### src/uart_pkg.sv
// types and constants shared by the uart transmitter and its testbench
// byte, counter and parity types, frame state encoding

package uart_pkg;

	// one data byte
	typedef logic [7:0] tx_byte_t;

	// bit position within one frame phase, 0 to 8
	typedef logic [3:0] bit_cnt_t;

	// system clocks within one bit period
	typedef logic [15:0] clk_cnt_t;

	localparam bit_cnt_t DATA_BITS = 4'd8; // data bits per frame

	// parity mode, fixed at build time
	typedef enum logic [1:0] {
		PARITY_NONE, // no parity bit on the line
		PARITY_EVEN, // ones in data plus parity is even
		PARITY_ODD   // ones in data plus parity is odd
	} parity_t;

	// frame sequence of the transmitter
	typedef enum logic [2:0] {
		ST_IDLE,   // line high, waiting for a request
		ST_START,  // one start bit, low
		ST_DATA,   // data bits, lsb first
		ST_PARITY, // skipped without parity
		ST_STOP,   // one or two stop bits, high
		ST_DONE    // single cycle, done pulse
	} tx_state_t;

endpackage

### src/uart_bit_timer.sv
// bit-period timer for the uart transmitter
// counts system clocks, ticks on the last cycle of each bit

`timescale 1ns/1ns

module uart_bit_timer #(
	parameter uart_pkg::clk_cnt_t CLKS_PER_BIT = 16'd16 // at least 2
) (
	input  logic sys_clk,
	input  logic sys_rst_n,
	input  logic timer_clr, // hold count at zero
	output logic bit_tick   // last cycle of a bit period
);
	import uart_pkg::*;

	localparam clk_cnt_t LAST_CNT     = CLKS_PER_BIT - clk_cnt_t'(1);
	localparam clk_cnt_t PRE_LAST_CNT = CLKS_PER_BIT - clk_cnt_t'(2);

	clk_cnt_t clk_cnt;

	// clock counter, wraps once per bit
	always_ff @(posedge sys_clk or negedge sys_rst_n) begin
		if (!sys_rst_n) begin
			clk_cnt <= '0;
		end else if (timer_clr || clk_cnt == LAST_CNT) begin
			clk_cnt <= '0;
		end else begin
			clk_cnt <= clk_cnt + clk_cnt_t'(1);
		end
	end

	// registered one cycle early so it lines up with LAST_CNT
	always_ff @(posedge sys_clk or negedge sys_rst_n) begin
		if (!sys_rst_n) begin
			bit_tick <= 1'b0;
		end else begin
			bit_tick <= !timer_clr && (clk_cnt == PRE_LAST_CNT);
		end
	end

endmodule

### src/uart_tx_shifter.sv
// data shift register for the uart transmitter
// loads one byte, shifts it out lsb first, latches the parity bit

`timescale 1ns/1ns

module uart_tx_shifter #(
	parameter uart_pkg::parity_t PARITY = uart_pkg::PARITY_NONE
) (
	input  logic               sys_clk,
	input  logic               sys_rst_n,
	input  logic               load,       // accepted request
	input  logic               shift,      // end of a data bit
	input  uart_pkg::tx_byte_t tx_data,
	output logic               ser_bit,    // next data bit for the line
	output logic               parity_bit
);
	import uart_pkg::*;

	tx_byte_t shift_reg;
	logic     parity_calc;

	// parity of the incoming byte
	always_comb begin
		case (PARITY)
			PARITY_EVEN: parity_calc = ^tx_data;
			PARITY_ODD:  parity_calc = ~^tx_data;
			default:     parity_calc = 1'b0;
		endcase
	end

	always_ff @(posedge sys_clk or negedge sys_rst_n) begin
		if (!sys_rst_n) begin
			shift_reg  <= '1;
			parity_bit <= 1'b0;
		end else if (load) begin
			shift_reg  <= tx_data;
			parity_bit <= parity_calc;
		end else if (shift) begin
			// shift right, fill with idle level
			shift_reg <= {1'b1, shift_reg[$bits(tx_byte_t)-1:1]};
		end
	end

	assign ser_bit = shift_reg[0];

endmodule

### src/uart_tx_ctrl.sv
// frame control for the uart transmitter
// state machine, bit counter, registered serial line, busy and done

`timescale 1ns/1ns

module uart_tx_ctrl #(
	parameter uart_pkg::bit_cnt_t STOP_BITS = 4'd1, // 1 or 2
	parameter uart_pkg::parity_t  PARITY    = uart_pkg::PARITY_NONE
) (
	input  logic sys_clk,
	input  logic sys_rst_n,
	input  logic tx_req,     // one-cycle request strobe
	input  logic bit_tick,   // last cycle of a bit period
	input  logic ser_bit,
	input  logic parity_bit,
	output logic timer_clr,
	output logic load,
	output logic shift,
	output logic tx,         // serial line
	output logic tx_busy,
	output logic tx_done
);
	import uart_pkg::*;

	tx_state_t state;
	tx_state_t state_nxt;
	bit_cnt_t  bit_cnt;    // bits finished in this phase
	bit_cnt_t  phase_bits; // length of this phase
	logic      phase_end;

	// number of bits in the current phase
	always_comb begin
		case (state)
			ST_DATA: phase_bits = DATA_BITS;
			ST_STOP: phase_bits = STOP_BITS;
			default: phase_bits = bit_cnt_t'(1); // start and parity
		endcase
	end

	// tick that completes the last bit of the phase
	assign phase_end = bit_tick && (bit_cnt == phase_bits - bit_cnt_t'(1));

	always_comb begin
		state_nxt = state;
		case (state)
			ST_IDLE: begin
				if (tx_req)
					state_nxt = ST_START;
			end
			ST_START: begin
				if (phase_end)
					state_nxt = ST_DATA;
			end
			ST_DATA: begin
				if (phase_end)
					state_nxt = (PARITY == PARITY_NONE) ? ST_STOP : ST_PARITY;
			end
			ST_PARITY: begin
				if (phase_end)
					state_nxt = ST_STOP;
			end
			ST_STOP: begin
				if (phase_end)
					state_nxt = ST_DONE;
			end
			ST_DONE: state_nxt = ST_IDLE; // one cycle only
			default: state_nxt = ST_IDLE;
		endcase
	end

	always_ff @(posedge sys_clk or negedge sys_rst_n) begin
		if (!sys_rst_n) begin
			state <= ST_IDLE;
		end else begin
			state <= state_nxt;
		end
	end

	// bit counter, restarts at every phase boundary
	always_ff @(posedge sys_clk or negedge sys_rst_n) begin
		if (!sys_rst_n) begin
			bit_cnt <= '0;
		end else if (timer_clr || phase_end) begin
			bit_cnt <= '0;
		end else if (bit_tick) begin
			bit_cnt <= bit_cnt + bit_cnt_t'(1);
		end
	end

	// line driver, one cycle behind the state
	always_ff @(posedge sys_clk or negedge sys_rst_n) begin
		if (!sys_rst_n) begin
			tx <= 1'b1;
		end else begin
			case (state)
				ST_START:  tx <= 1'b0;
				ST_DATA:   tx <= ser_bit;
				ST_PARITY: tx <= parity_bit;
				default:   tx <= 1'b1; // idle, stop, done
			endcase
		end
	end

	assign timer_clr = (state == ST_IDLE);
	assign load      = (state == ST_IDLE) && tx_req; // requests while busy are dropped
	assign shift     = (state == ST_DATA) && bit_tick;
	assign tx_busy   = (state != ST_IDLE);
	assign tx_done   = (state == ST_DONE);

endmodule

### src/uart_tx_top.sv
// top level of the uart transmitter
// frame controller, bit-period timer and data shifter

`timescale 1ns/1ns

module uart_tx_top #(
	parameter uart_pkg::clk_cnt_t CLKS_PER_BIT = 16'd434, // 50 MHz at 115200 baud
	parameter uart_pkg::bit_cnt_t STOP_BITS    = 4'd1,
	parameter uart_pkg::parity_t  PARITY       = uart_pkg::PARITY_NONE
) (
	input  logic               sys_clk,
	input  logic               sys_rst_n,
	input  uart_pkg::tx_byte_t tx_data,
	input  logic               tx_req,
	output logic               tx,
	output logic               tx_busy,
	output logic               tx_done
);

	logic timer_clr;
	logic bit_tick;
	logic load;
	logic shift;
	logic ser_bit;
	logic parity_bit;

	uart_tx_ctrl #(
		.STOP_BITS (STOP_BITS),
		.PARITY    (PARITY)
	) u_ctrl (
		.sys_clk    (sys_clk),
		.sys_rst_n  (sys_rst_n),
		.tx_req     (tx_req),
		.bit_tick   (bit_tick),
		.ser_bit    (ser_bit),
		.parity_bit (parity_bit),
		.timer_clr  (timer_clr),
		.load       (load),
		.shift      (shift),
		.tx         (tx),
		.tx_busy    (tx_busy),
		.tx_done    (tx_done)
	);

	uart_bit_timer #(
		.CLKS_PER_BIT (CLKS_PER_BIT)
	) u_timer (
		.sys_clk   (sys_clk),
		.sys_rst_n (sys_rst_n),
		.timer_clr (timer_clr),
		.bit_tick  (bit_tick)
	);

	uart_tx_shifter #(
		.PARITY (PARITY)
	) u_shifter (
		.sys_clk    (sys_clk),
		.sys_rst_n  (sys_rst_n),
		.load       (load),
		.shift      (shift),
		.tx_data    (tx_data),
		.ser_bit    (ser_bit),
		.parity_bit (parity_bit)
	);

endmodule

### config.mk
export PLATFORM = sky130hd
export DESIGN_NAME = uart_tx_top
export DESIGN_NICKNAME = d
export VERILOG_FILES = /design/src/uart_pkg.sv /design/src/uart_bit_timer.sv /design/src/uart_tx_shifter.sv /design/src/uart_tx_ctrl.sv /design/src/uart_tx_top.sv
export SDC_FILE = /design/constraint.sdc
export NUM_CORES = 1
export LEC_CHECK = 0
export ABC_AREA = 1
export BUFFER_PORTS_ARGS = -buffer_cell sky130_fd_sc_hd__buf_4
export CAP_MARGIN = 5
export CORE_MARGIN = 5
export CORE_UTILIZATION = 30
export CTS_CLUSTER_DIAMETER = 150
export CTS_CLUSTER_SIZE = 40
export DETAILED_ROUTE_END_ITERATION = 10
export GPL_TIMING_DRIVEN = 1
export PLACE_DENSITY_LB_ADDON = 0.05
export SYNTH_ARGS = -nofsm -noshare
export SYNTH_HDL_FRONTEND = slang
export SYNTH_SLANG_ARGS = --single-unit
### constraint.sdc
create_clock -name sys_clk -period 1.8 [get_ports sys_clk]
set_input_delay 0 -clock sys_clk [delete_from_list [all_inputs] [get_ports sys_clk]]
set_output_delay 0 -clock sys_clk [all_outputs]
set_load 0.01 [all_outputs]
==> results of run 1 <==
[worst max-delay path, stage by stage, from the launching register on]
cell     delay [ps]
dfrtp_1         430
ha_1            260
nand3_1         150
nor2_2          150
nand3_1          90
xor2_1          140
nor2_1           60
[how the worst max path moves through the flow]
stage,startpoint,endpoint,cells after the start
final,u_timer.clk_cnt[0]$_DFF_PN0_,u_timer.clk_cnt[14]$_DFF_PN0_,6
after global routing,u_timer.clk_cnt[0]$_DFF_PN0_,u_timer.clk_cnt[14]$_DFF_PN0_,6
after CTS,u_timer.clk_cnt[0]$_DFF_PN0_,u_timer.clk_cnt[14]$_DFF_PN0_,6
after detailed placement,u_timer.clk_cnt[0]$_DFF_PN0_,u_timer.clk_cnt[14]$_DFF_PN0_,6
after global placement,u_timer.clk_cnt[0]$_DFF_PN0_,u_timer.clk_cnt[14]$_DFF_PN0_,6
after floorplan,u_timer.clk_cnt[0]$_DFF_PN0_,u_timer.clk_cnt[14]$_DFF_PN0_,6
[power by group]
part	switching, W	internal, W	total, W
Combinational	0.0000272	0.0000322	0.0000594
Sequential	0.00000413	0.000758	0.000762
Clock	0.000268	0.000312	0.000580
Total	0.000299	0.00110	0.00140
[metrics by stage]
step	std cells	instance area, um2	setup slack, ps	power, W	hold WS (ps)
2_1_floorplan	232	1810	538	0.000784	-296
3_3_place_gp	319	1990	382	0.000822	-16.2
3_5_place_dp	319	1990	391	0.000821	-17.3
4_1_cts	336	2170	384	0.00143	64.7
5_1_grt	336	2170	275	0.00147	71.5
6_report	336	2170	406	0.00140	66.2
[cells in the final DEF, fill, tap and decap left out, drive strengths merged]
cell type / netlist / layout
nand2: 59 / 59
nor2: 51 / 51
inv: 25 / 25
dfrtp: 24 / 24
nand3: 17 / 17
o21ai: 16 / 16
buf: 1 / 13
dlygate4sd3: 0 / 9
dfstp: 9 / 9
clkbuf: 0 / 8
xor2: 7 / 7
a21oi: 4 / 4
ha: 4 / 4
nand4: 3 / 3
nor3: 3 / 3
xnor2: 3 / 3
nand3b: 2 / 2
nor4: 1 / 1
o21bai: 1 / 1
or2: 1 / 1
a31oi: 1 / 1
[cells by family after synthesis]
group / Yosys count / synth area share, %
compound gates: 22 / 6.29
xor+xnor: 10 / 4.84
fa+ha+maj: 4 / 2.76
buf+inv: 26 / 5.81
flops: 33 / 46.2
simple gates: 137 / 34.1
[routing by layer]
| layer | part of all wire, % | vias to the layer above | routed length, um | GRT usage [%] |
|---|---|---|---|---|
| li1 | - | 788 | - | - |
| met1 | 51 | 656 | 1960 | 14.6 |
| met2 | 45 | 10 | 1760 | 19.7 |
| met3 | 2.5 | 5 | 95 | 3.10 |
| met4 | 1.5 | 0 | 58 | 4.18 |
| met5 | 0 | - | 0 | 0 |
[cell type report]
type                            instances  area share, %
Multi-Input combinational cell        173           40.0
Sequential cell                        33           38.6
Clock buffer                            8           4.15
Inverter                               25           4.32
Timing Repair Buffer                   22           8.65
Tap cell                               75           4.32
==> results, run 1 <==
- On the final layout, the worst clock skew is approximately 2.3 ps.
- From left edge to right edge, the die measures 87.7 um.
- Once the clock tree was built, the resizer swapped 0 gates to a different size.
- The arrival time of the worst setup path is 1550 ps.
- The startpoint identified for the worst register-to-register timing path is u_timer.clk_cnt[0]$_DFF_PN0_.
- The number of H-tree levels is 2.
- The reported leakage power is 1.06 nW.
- The clock tree from TritonCTS is built.
- The initial core utilization is approximately 30%.
- The first-pass GRT wire length is 6930 um.
- The longest clock path from root to sink contains 2 buffers.
- The final antenna-violating net count is 0.
- Synthesis produced ~230 cells.
- The start point of the worst hold path is tx_req.
- The final RePlAce weighted congestion is 0.733.
- The global-route total usage across every layer is 11.8%.
- After the first detailed-routing iteration, the DRC count stood at between 40 and 50.
- Setup repair after global routing left no endpoint under its margin.
- For hold timing, the worst endpoint is u_shifter.shift_reg[7]$_DFFE_PN1P_.
- By instance count, the leading cell after synthesis is nand2_1.
- The run finished with clean final reports.
- The number of port buffers is 13.
- The capturing point of the worst reg2reg path is u_timer.clk_cnt[14]$_DFF_PN0_.
- The worst hold-check path type is in2reg.
- The number of flip-flops in the largest register is 16.
- The critical path data required time is 1960 ps.
- The DRC violation count after routing is 0.
- The sort of element at the start of the critical path is a flip-flop.
- The tree built by TritonCTS fans out to 33 sinks.
- The post-layout utilization of the core is 36.9%.
- The number of setup buffers added after CTS is 0.
- Counting every net in the synthesized netlist gives approximately 250.
- The first detailed-routing pass ran for 4 iterations.
- The layout-stage area growth over the synthesis result is 19.9%.
- The count of state elements after synthesis is 33.
- IR analysis of the VDD net gives a maximum drop of 0.359 mV.
- The number of global-route vias before repair is 1494.
- Summing every instance area after synthesis gives 1810 um2.
- During I/O placement, the number of pins put on the boundary was 14.
- The synthesized design contains 0 enable-type register cells.
- The area of the multi-input gates is 868 um2.
- The reg2reg setup slack is 410 ps.
- The type of element capturing the critical path is a flip-flop.
- Clock-pin slew was measured on the worst setup and hold paths at about 70 ps.
- Buffers inserted during clock tree synthesis total 5.
- The top cell type by total area after synthesis is dfrtp_1.
- The total of hold buffers inserted after clock tree synthesis is 9.
- The area of all sequential standard cells is around 840 um2.
- The post-synthesis cell type count is 26.
- The final cycle utilization of the critical path is 77.4%.
- The count of vias placed by the detailed router is 1459.
- The area of the die is 7690 um2.
- After detailed routing, the total wire length is 3870 um.
- Detailed placement finished with a half-perimeter wire length of 2810 um.
- The maximum number of pins on one net before global-route repair is 34.
- Based on the critical path, the design can be clocked at up to 717 MHz.
- After floorplanning, the core was divided into 28 placement rows.
- The prevailing post-synth register cell is dfrtp_1.
- The worst path in the final design needs a cycle of between 1000 and 1500 ps, including I/O delays and setup.
- The max capacitance violation total is 0.
- The final number of setup-violating endpoints is 0.
- After detailed routing, the number of vias per cell comes to 4.34.
- The average routed wire per standard cell is 11.5 um.
- The total count of hold-check failures in the final report is 0.
- Of all nets on the critical path, the largest fanout is 5.
- At the later pin of the worst-skew pair, clock insertion delay measures between 200 and 300 ps.
- Dividing the synthesized area by the synthesized cell count gives 7.80 um2.
- The tree is rooted in a clkbuf_8.
- The commonest cells after synthesis are 53 x nand2_1, 44 x nor2_1, 24 x dfrtp_1.
- The worst-margin pin slew is 432 ps.
- Power spread over the standard cell area amounts to 646 nW/um2.
- Sequential elements use 46.2% of the synthesized area.
- The height of the die is 87.7 um.
- The number of diodes is 0.
- The core region is between 5000 and 6000 um2.
- The worst pin sits at a relative slew slack of between 70% and 80%.
- The count of synthesis-stage warnings from yosys is 0.
- The critical path is of the reg2reg type.
- The net total in the final layout is 275.
- For the final routed database, the setup TNS stands at 0 ps.
- The layout filler cell count is 637.
- The total global routing overflow is 0.
- The number of cells on the worst reg-to-reg path is 6.
- Ranked by total cell area, the synthesized netlist is headed by dfrtp_1 33%, dfstp_2 13%, nand2_1 11%, nor2_1 9.1%, inv_1 4.1%.
- The total count of max-transition violations in the final report is 0.
- For this run, asynchronously set or reset flops after synthesis account for 100%.
- The share of layout cells above drive strength 1 is roughly a fifth.
- Counting instances, the worst hold path has a depth of 4.
- Of the post-synthesis cell area, the dominant cell type holds between 30 and 40%.
- The initial antenna violation count is 0.
(Power assumes the default switching activity.)
==> inputs of run 2 (changes only) <==
==> constraint.sdc (replaced) <==
create_clock -name sys_clk -period 1.4 [get_ports sys_clk]
set_input_delay 0 -clock sys_clk [delete_from_list [all_inputs] [get_ports sys_clk]]
set_output_delay 0 -clock sys_clk [all_outputs]
set_load 0.01 [all_outputs]
==> run 2 against run 1 <==
- cell area rose by 6.9%
- clock skew rose by 1.6 ps
- cell count rose by 3.9%
- first-iteration DRC count fell by 9.5%
- critical path depth fell by 1
- sequential cell count did not move
- utilization rose by 2.5 points
- die area did not move
- clock-buffer cell count fell by 1
- clock power rose by 39%
- fmax rose by 7.1%
- critical endpoint is now u_shifter.shift_reg[6]$_DFFE_PN1P_
==> results, run 2 (synthesized netlist as in run 1, its figures left out) <==
- The area of the die is 7690 um2 (unchanged).
- The arrival time of the worst setup path was 1510 ps (-40 ps).
- The capturing point of the worst reg2reg path is u_shifter.shift_reg[6]$_DFFE_PN1P_.
- The clock tree buffer depth came to 2 (unchanged).
- The final RePlAce weighted congestion is 0.767 (+4.7%).
- The critical path data required time is 1610 ps (-350 ps).
- The reg2reg setup slack is 100 ps (-310 ps).
- The number of iterations in the first detailed-routing pass was 4 (unchanged).
- The peak fanout along the critical path was 7 (+2).
- The time the final worst path needs with I/O delays and setup is 1300 ps (-93.0 ps).
- The type of element capturing the critical path is a flip-flop.
- The number of port buffers is 13 (unchanged).
- The share of layout cells above drive strength 1 is 24.8% (+6.0 points).
- The final antenna-violating net count is 0 (unchanged).
- The library cell used most frequently in the layout, excluding fill and tap cells, is nand2_1.
- The critical path start-end classification is reg2reg.
- The clock skew after layout is 3.90 ps (+1.61 ps).
- The post-detailed-route via-to-cell ratio is 4.48 (+3.1%).
- The top cell types in the final layout, fill and taps aside, are 53 x nand2_1, 43 x nor2_1, 24 x buf_4.
- The clock network latency to the later pin of the worst-skew pair is 280 ps (about the same).
- The number of core rows is 28 (unchanged).
- The CTS buffer count is 5 (unchanged).
- The initial core utilization is 30.8% (unchanged).
- The count of vias placed by the detailed router is 1563 (+7.1%).
- The logic depth of the worst register-to-register path is 5 (-1).
- The height of the die came to 87.7 um (unchanged).
- The number of sinks on the clock net is 33 (unchanged).
- The die width was 87.7 um (unchanged).
- The first-pass GRT wire length came to 7340 um (+6.0%).
- The maximum number of pins on one net before global-route repair is 34 (unchanged).
- The timing-limited maximum frequency is 769 MHz (+7.1%).
- The worst hold path cell count was 4 (unchanged).
- The total count of hold-check failures in the final report is 0 (unchanged).
- The violation count after the first detailed-routing iteration is 38 (-9.5%).
- The total core area is 5890 um2 (unchanged).
- The reported leakage power is 1.14 nW (+7.5%).
- The number of global-route vias before repair was 1633 (+9.3%).
- The clock slew seen by the registers of the worst setup and hold paths is 70 ps (about the same).
- The sum of negative setup slack is 0 ps (unchanged).
- The path with the worst hold slack has its endpoint at u_shifter.shift_reg[7]$_DFFE_PN1P_.
- The wire length on met2 is 2070 um (+18%).
- The area growth from synthesis to layout is 28.1%.
- The half-perimeter wire length after detailed placement is 3020 um (+7.6%).
- The max capacitance violation total came to 0 (unchanged).
- STA classifies the critical path startpoint as a flip-flop.
- The critical path launch point is u_ctrl.state[1]$_DFFE_PN0P_.
- The average routed wire per standard cell is 11.7 um (+2.0%).
- The total count of max-transition violations in the final report is 0 (unchanged).
- The net total in the final layout came to 288 (+4.7%).
- The power density of the placed cells came to 804 nW/um2 (+24%).
- The detailed route wirelength on metal3 is 113 um (+19%).
- The run finished with clean final reports.
- The number of H-tree levels is 2 (unchanged).
- The uppermost layer routed is met4.
- The initial antenna violation count is 0 (unchanged).
- The DRC violation count after routing was 0 (unchanged).
- The maximum ir drop on the vdd rail is 0.293 mV (-18%).
- The number of diodes was 0 (unchanged).
- In this run the critical register-to-register path is launched from u_ctrl.state[1]$_DFFE_PN0P_.
- Setup repair after global routing left no endpoint under its margin.
- The total global routing overflow is 0 (unchanged).
- The cell sitting at the root of the clock tree is a clkbuf_8.
- The relative slew slack is 70.8% (-0.36 points).
- The sum of routed wire segments on met1 is 1880 um (-3.8%).
- The count of boundary I/O pins was 14 (unchanged).
- The final number of setup-violating endpoints was 0 (unchanged).
- The worst-margin pin slew is 437 ps (+5.44 ps).
- The path class of the tightest hold or removal check is in2reg.
- The final cycle utilization of the critical path is 92.9% (+15 points).
- The worst setup slack after placement is 66.0 ps (-325 ps).
- The worst path setup slack after routing was 99.1 ps (-307 ps).
- TritonCTS built the clock tree.
- The start point of the worst hold path is tx_req.
- The number of flip-flops in the largest register is 16 (unchanged).
- The global-route total usage across every layer is 12.3% (+0.55 points).
- The routed wire length was 4100 um (+5.9%).
==> run 2: how the worst max path moves through the flow <==
| stage | cells after the start | to |
|---|---|---|
| floorplan | 6 | u_timer.clk_cnt[14]$_DFF_PN0_ |
| global placement | 6 | u_timer.clk_cnt[14]$_DFF_PN0_ |
| detailed placement | 6 | u_timer.clk_cnt[14]$_DFF_PN0_ |
| CTS | 6 | u_timer.clk_cnt[14]$_DFF_PN0_ |
| global route | 5 | u_shifter.shift_reg[6]$_DFFE_PN1P_ |
| finish | 5 | u_shifter.shift_reg[6]$_DFFE_PN1P_ |
==> run 2: report_power, final <==
| part | switching (W) | internal [W] | leakage (nW) |
|---|---|---|---|
| sequential | 0.00000580 | 0.000974 | 0.408 |
| clock | 0.000362 | 0.000445 | 0.0542 |
| combinational | 0.0000353 | 0.0000414 | 0.672 |
| total | 0.000404 | 0.00146 | 1.14 |
==> run 2: area by class of cell <==
cell class | count | area, um2
multi-input cells | 173 | 881
repair buffers | 35 | 310
fillers | 622 | 3570
clock buffers | 7 | 96.3
inverters | 25 | 93.8
well taps | 75 | 93.8
flip-flops and latches | 33 | 840
clock inverters | 1 | 5.00
==> run 2: timing repair <==
item,CTS,global route
hold endpoints to repair,33,0
setup buffers,0,1
resized for setup,0,5
endpoints found under the setup margin,0,11
hold buffers,9,0
==> run 2: critical path: stages (launching register included) <==
cell and delay, ps:
dfrtp_1 450, nor2_2 180, nand2_2 140, nor2_4 200, nand2_1 80, a31oi_1 180
==> run 2: stage by stage <==
step / instance area [um2] / power [W] / util, % / std cells / hold WS (ps)
6_report: 2320 / 0.00186 / 39.4 / 349 / 62.0
5_1_grt: 2320 / 0.00195 / 39.4 / 349 / 89.5
4_1_cts: 2300 / 0.00190 / 39.0 / 348 / 57.4
3_5_place_dp: 2110 / 0.00106 / 35.8 / 331 / -10.6
3_3_place_gp: 2110 / 0.00106 / 35.8 / 331 / -13.8
2_1_floorplan: 1810 / 0.00101 / - / 232 / -296
==> run 2: per-layer routing <==
metal,track usage (%),up-vias
li1,-,814
met1,14.1,733
met2,21.9,14
met3,2.54,2
met4,5.44,0
met5,0,-
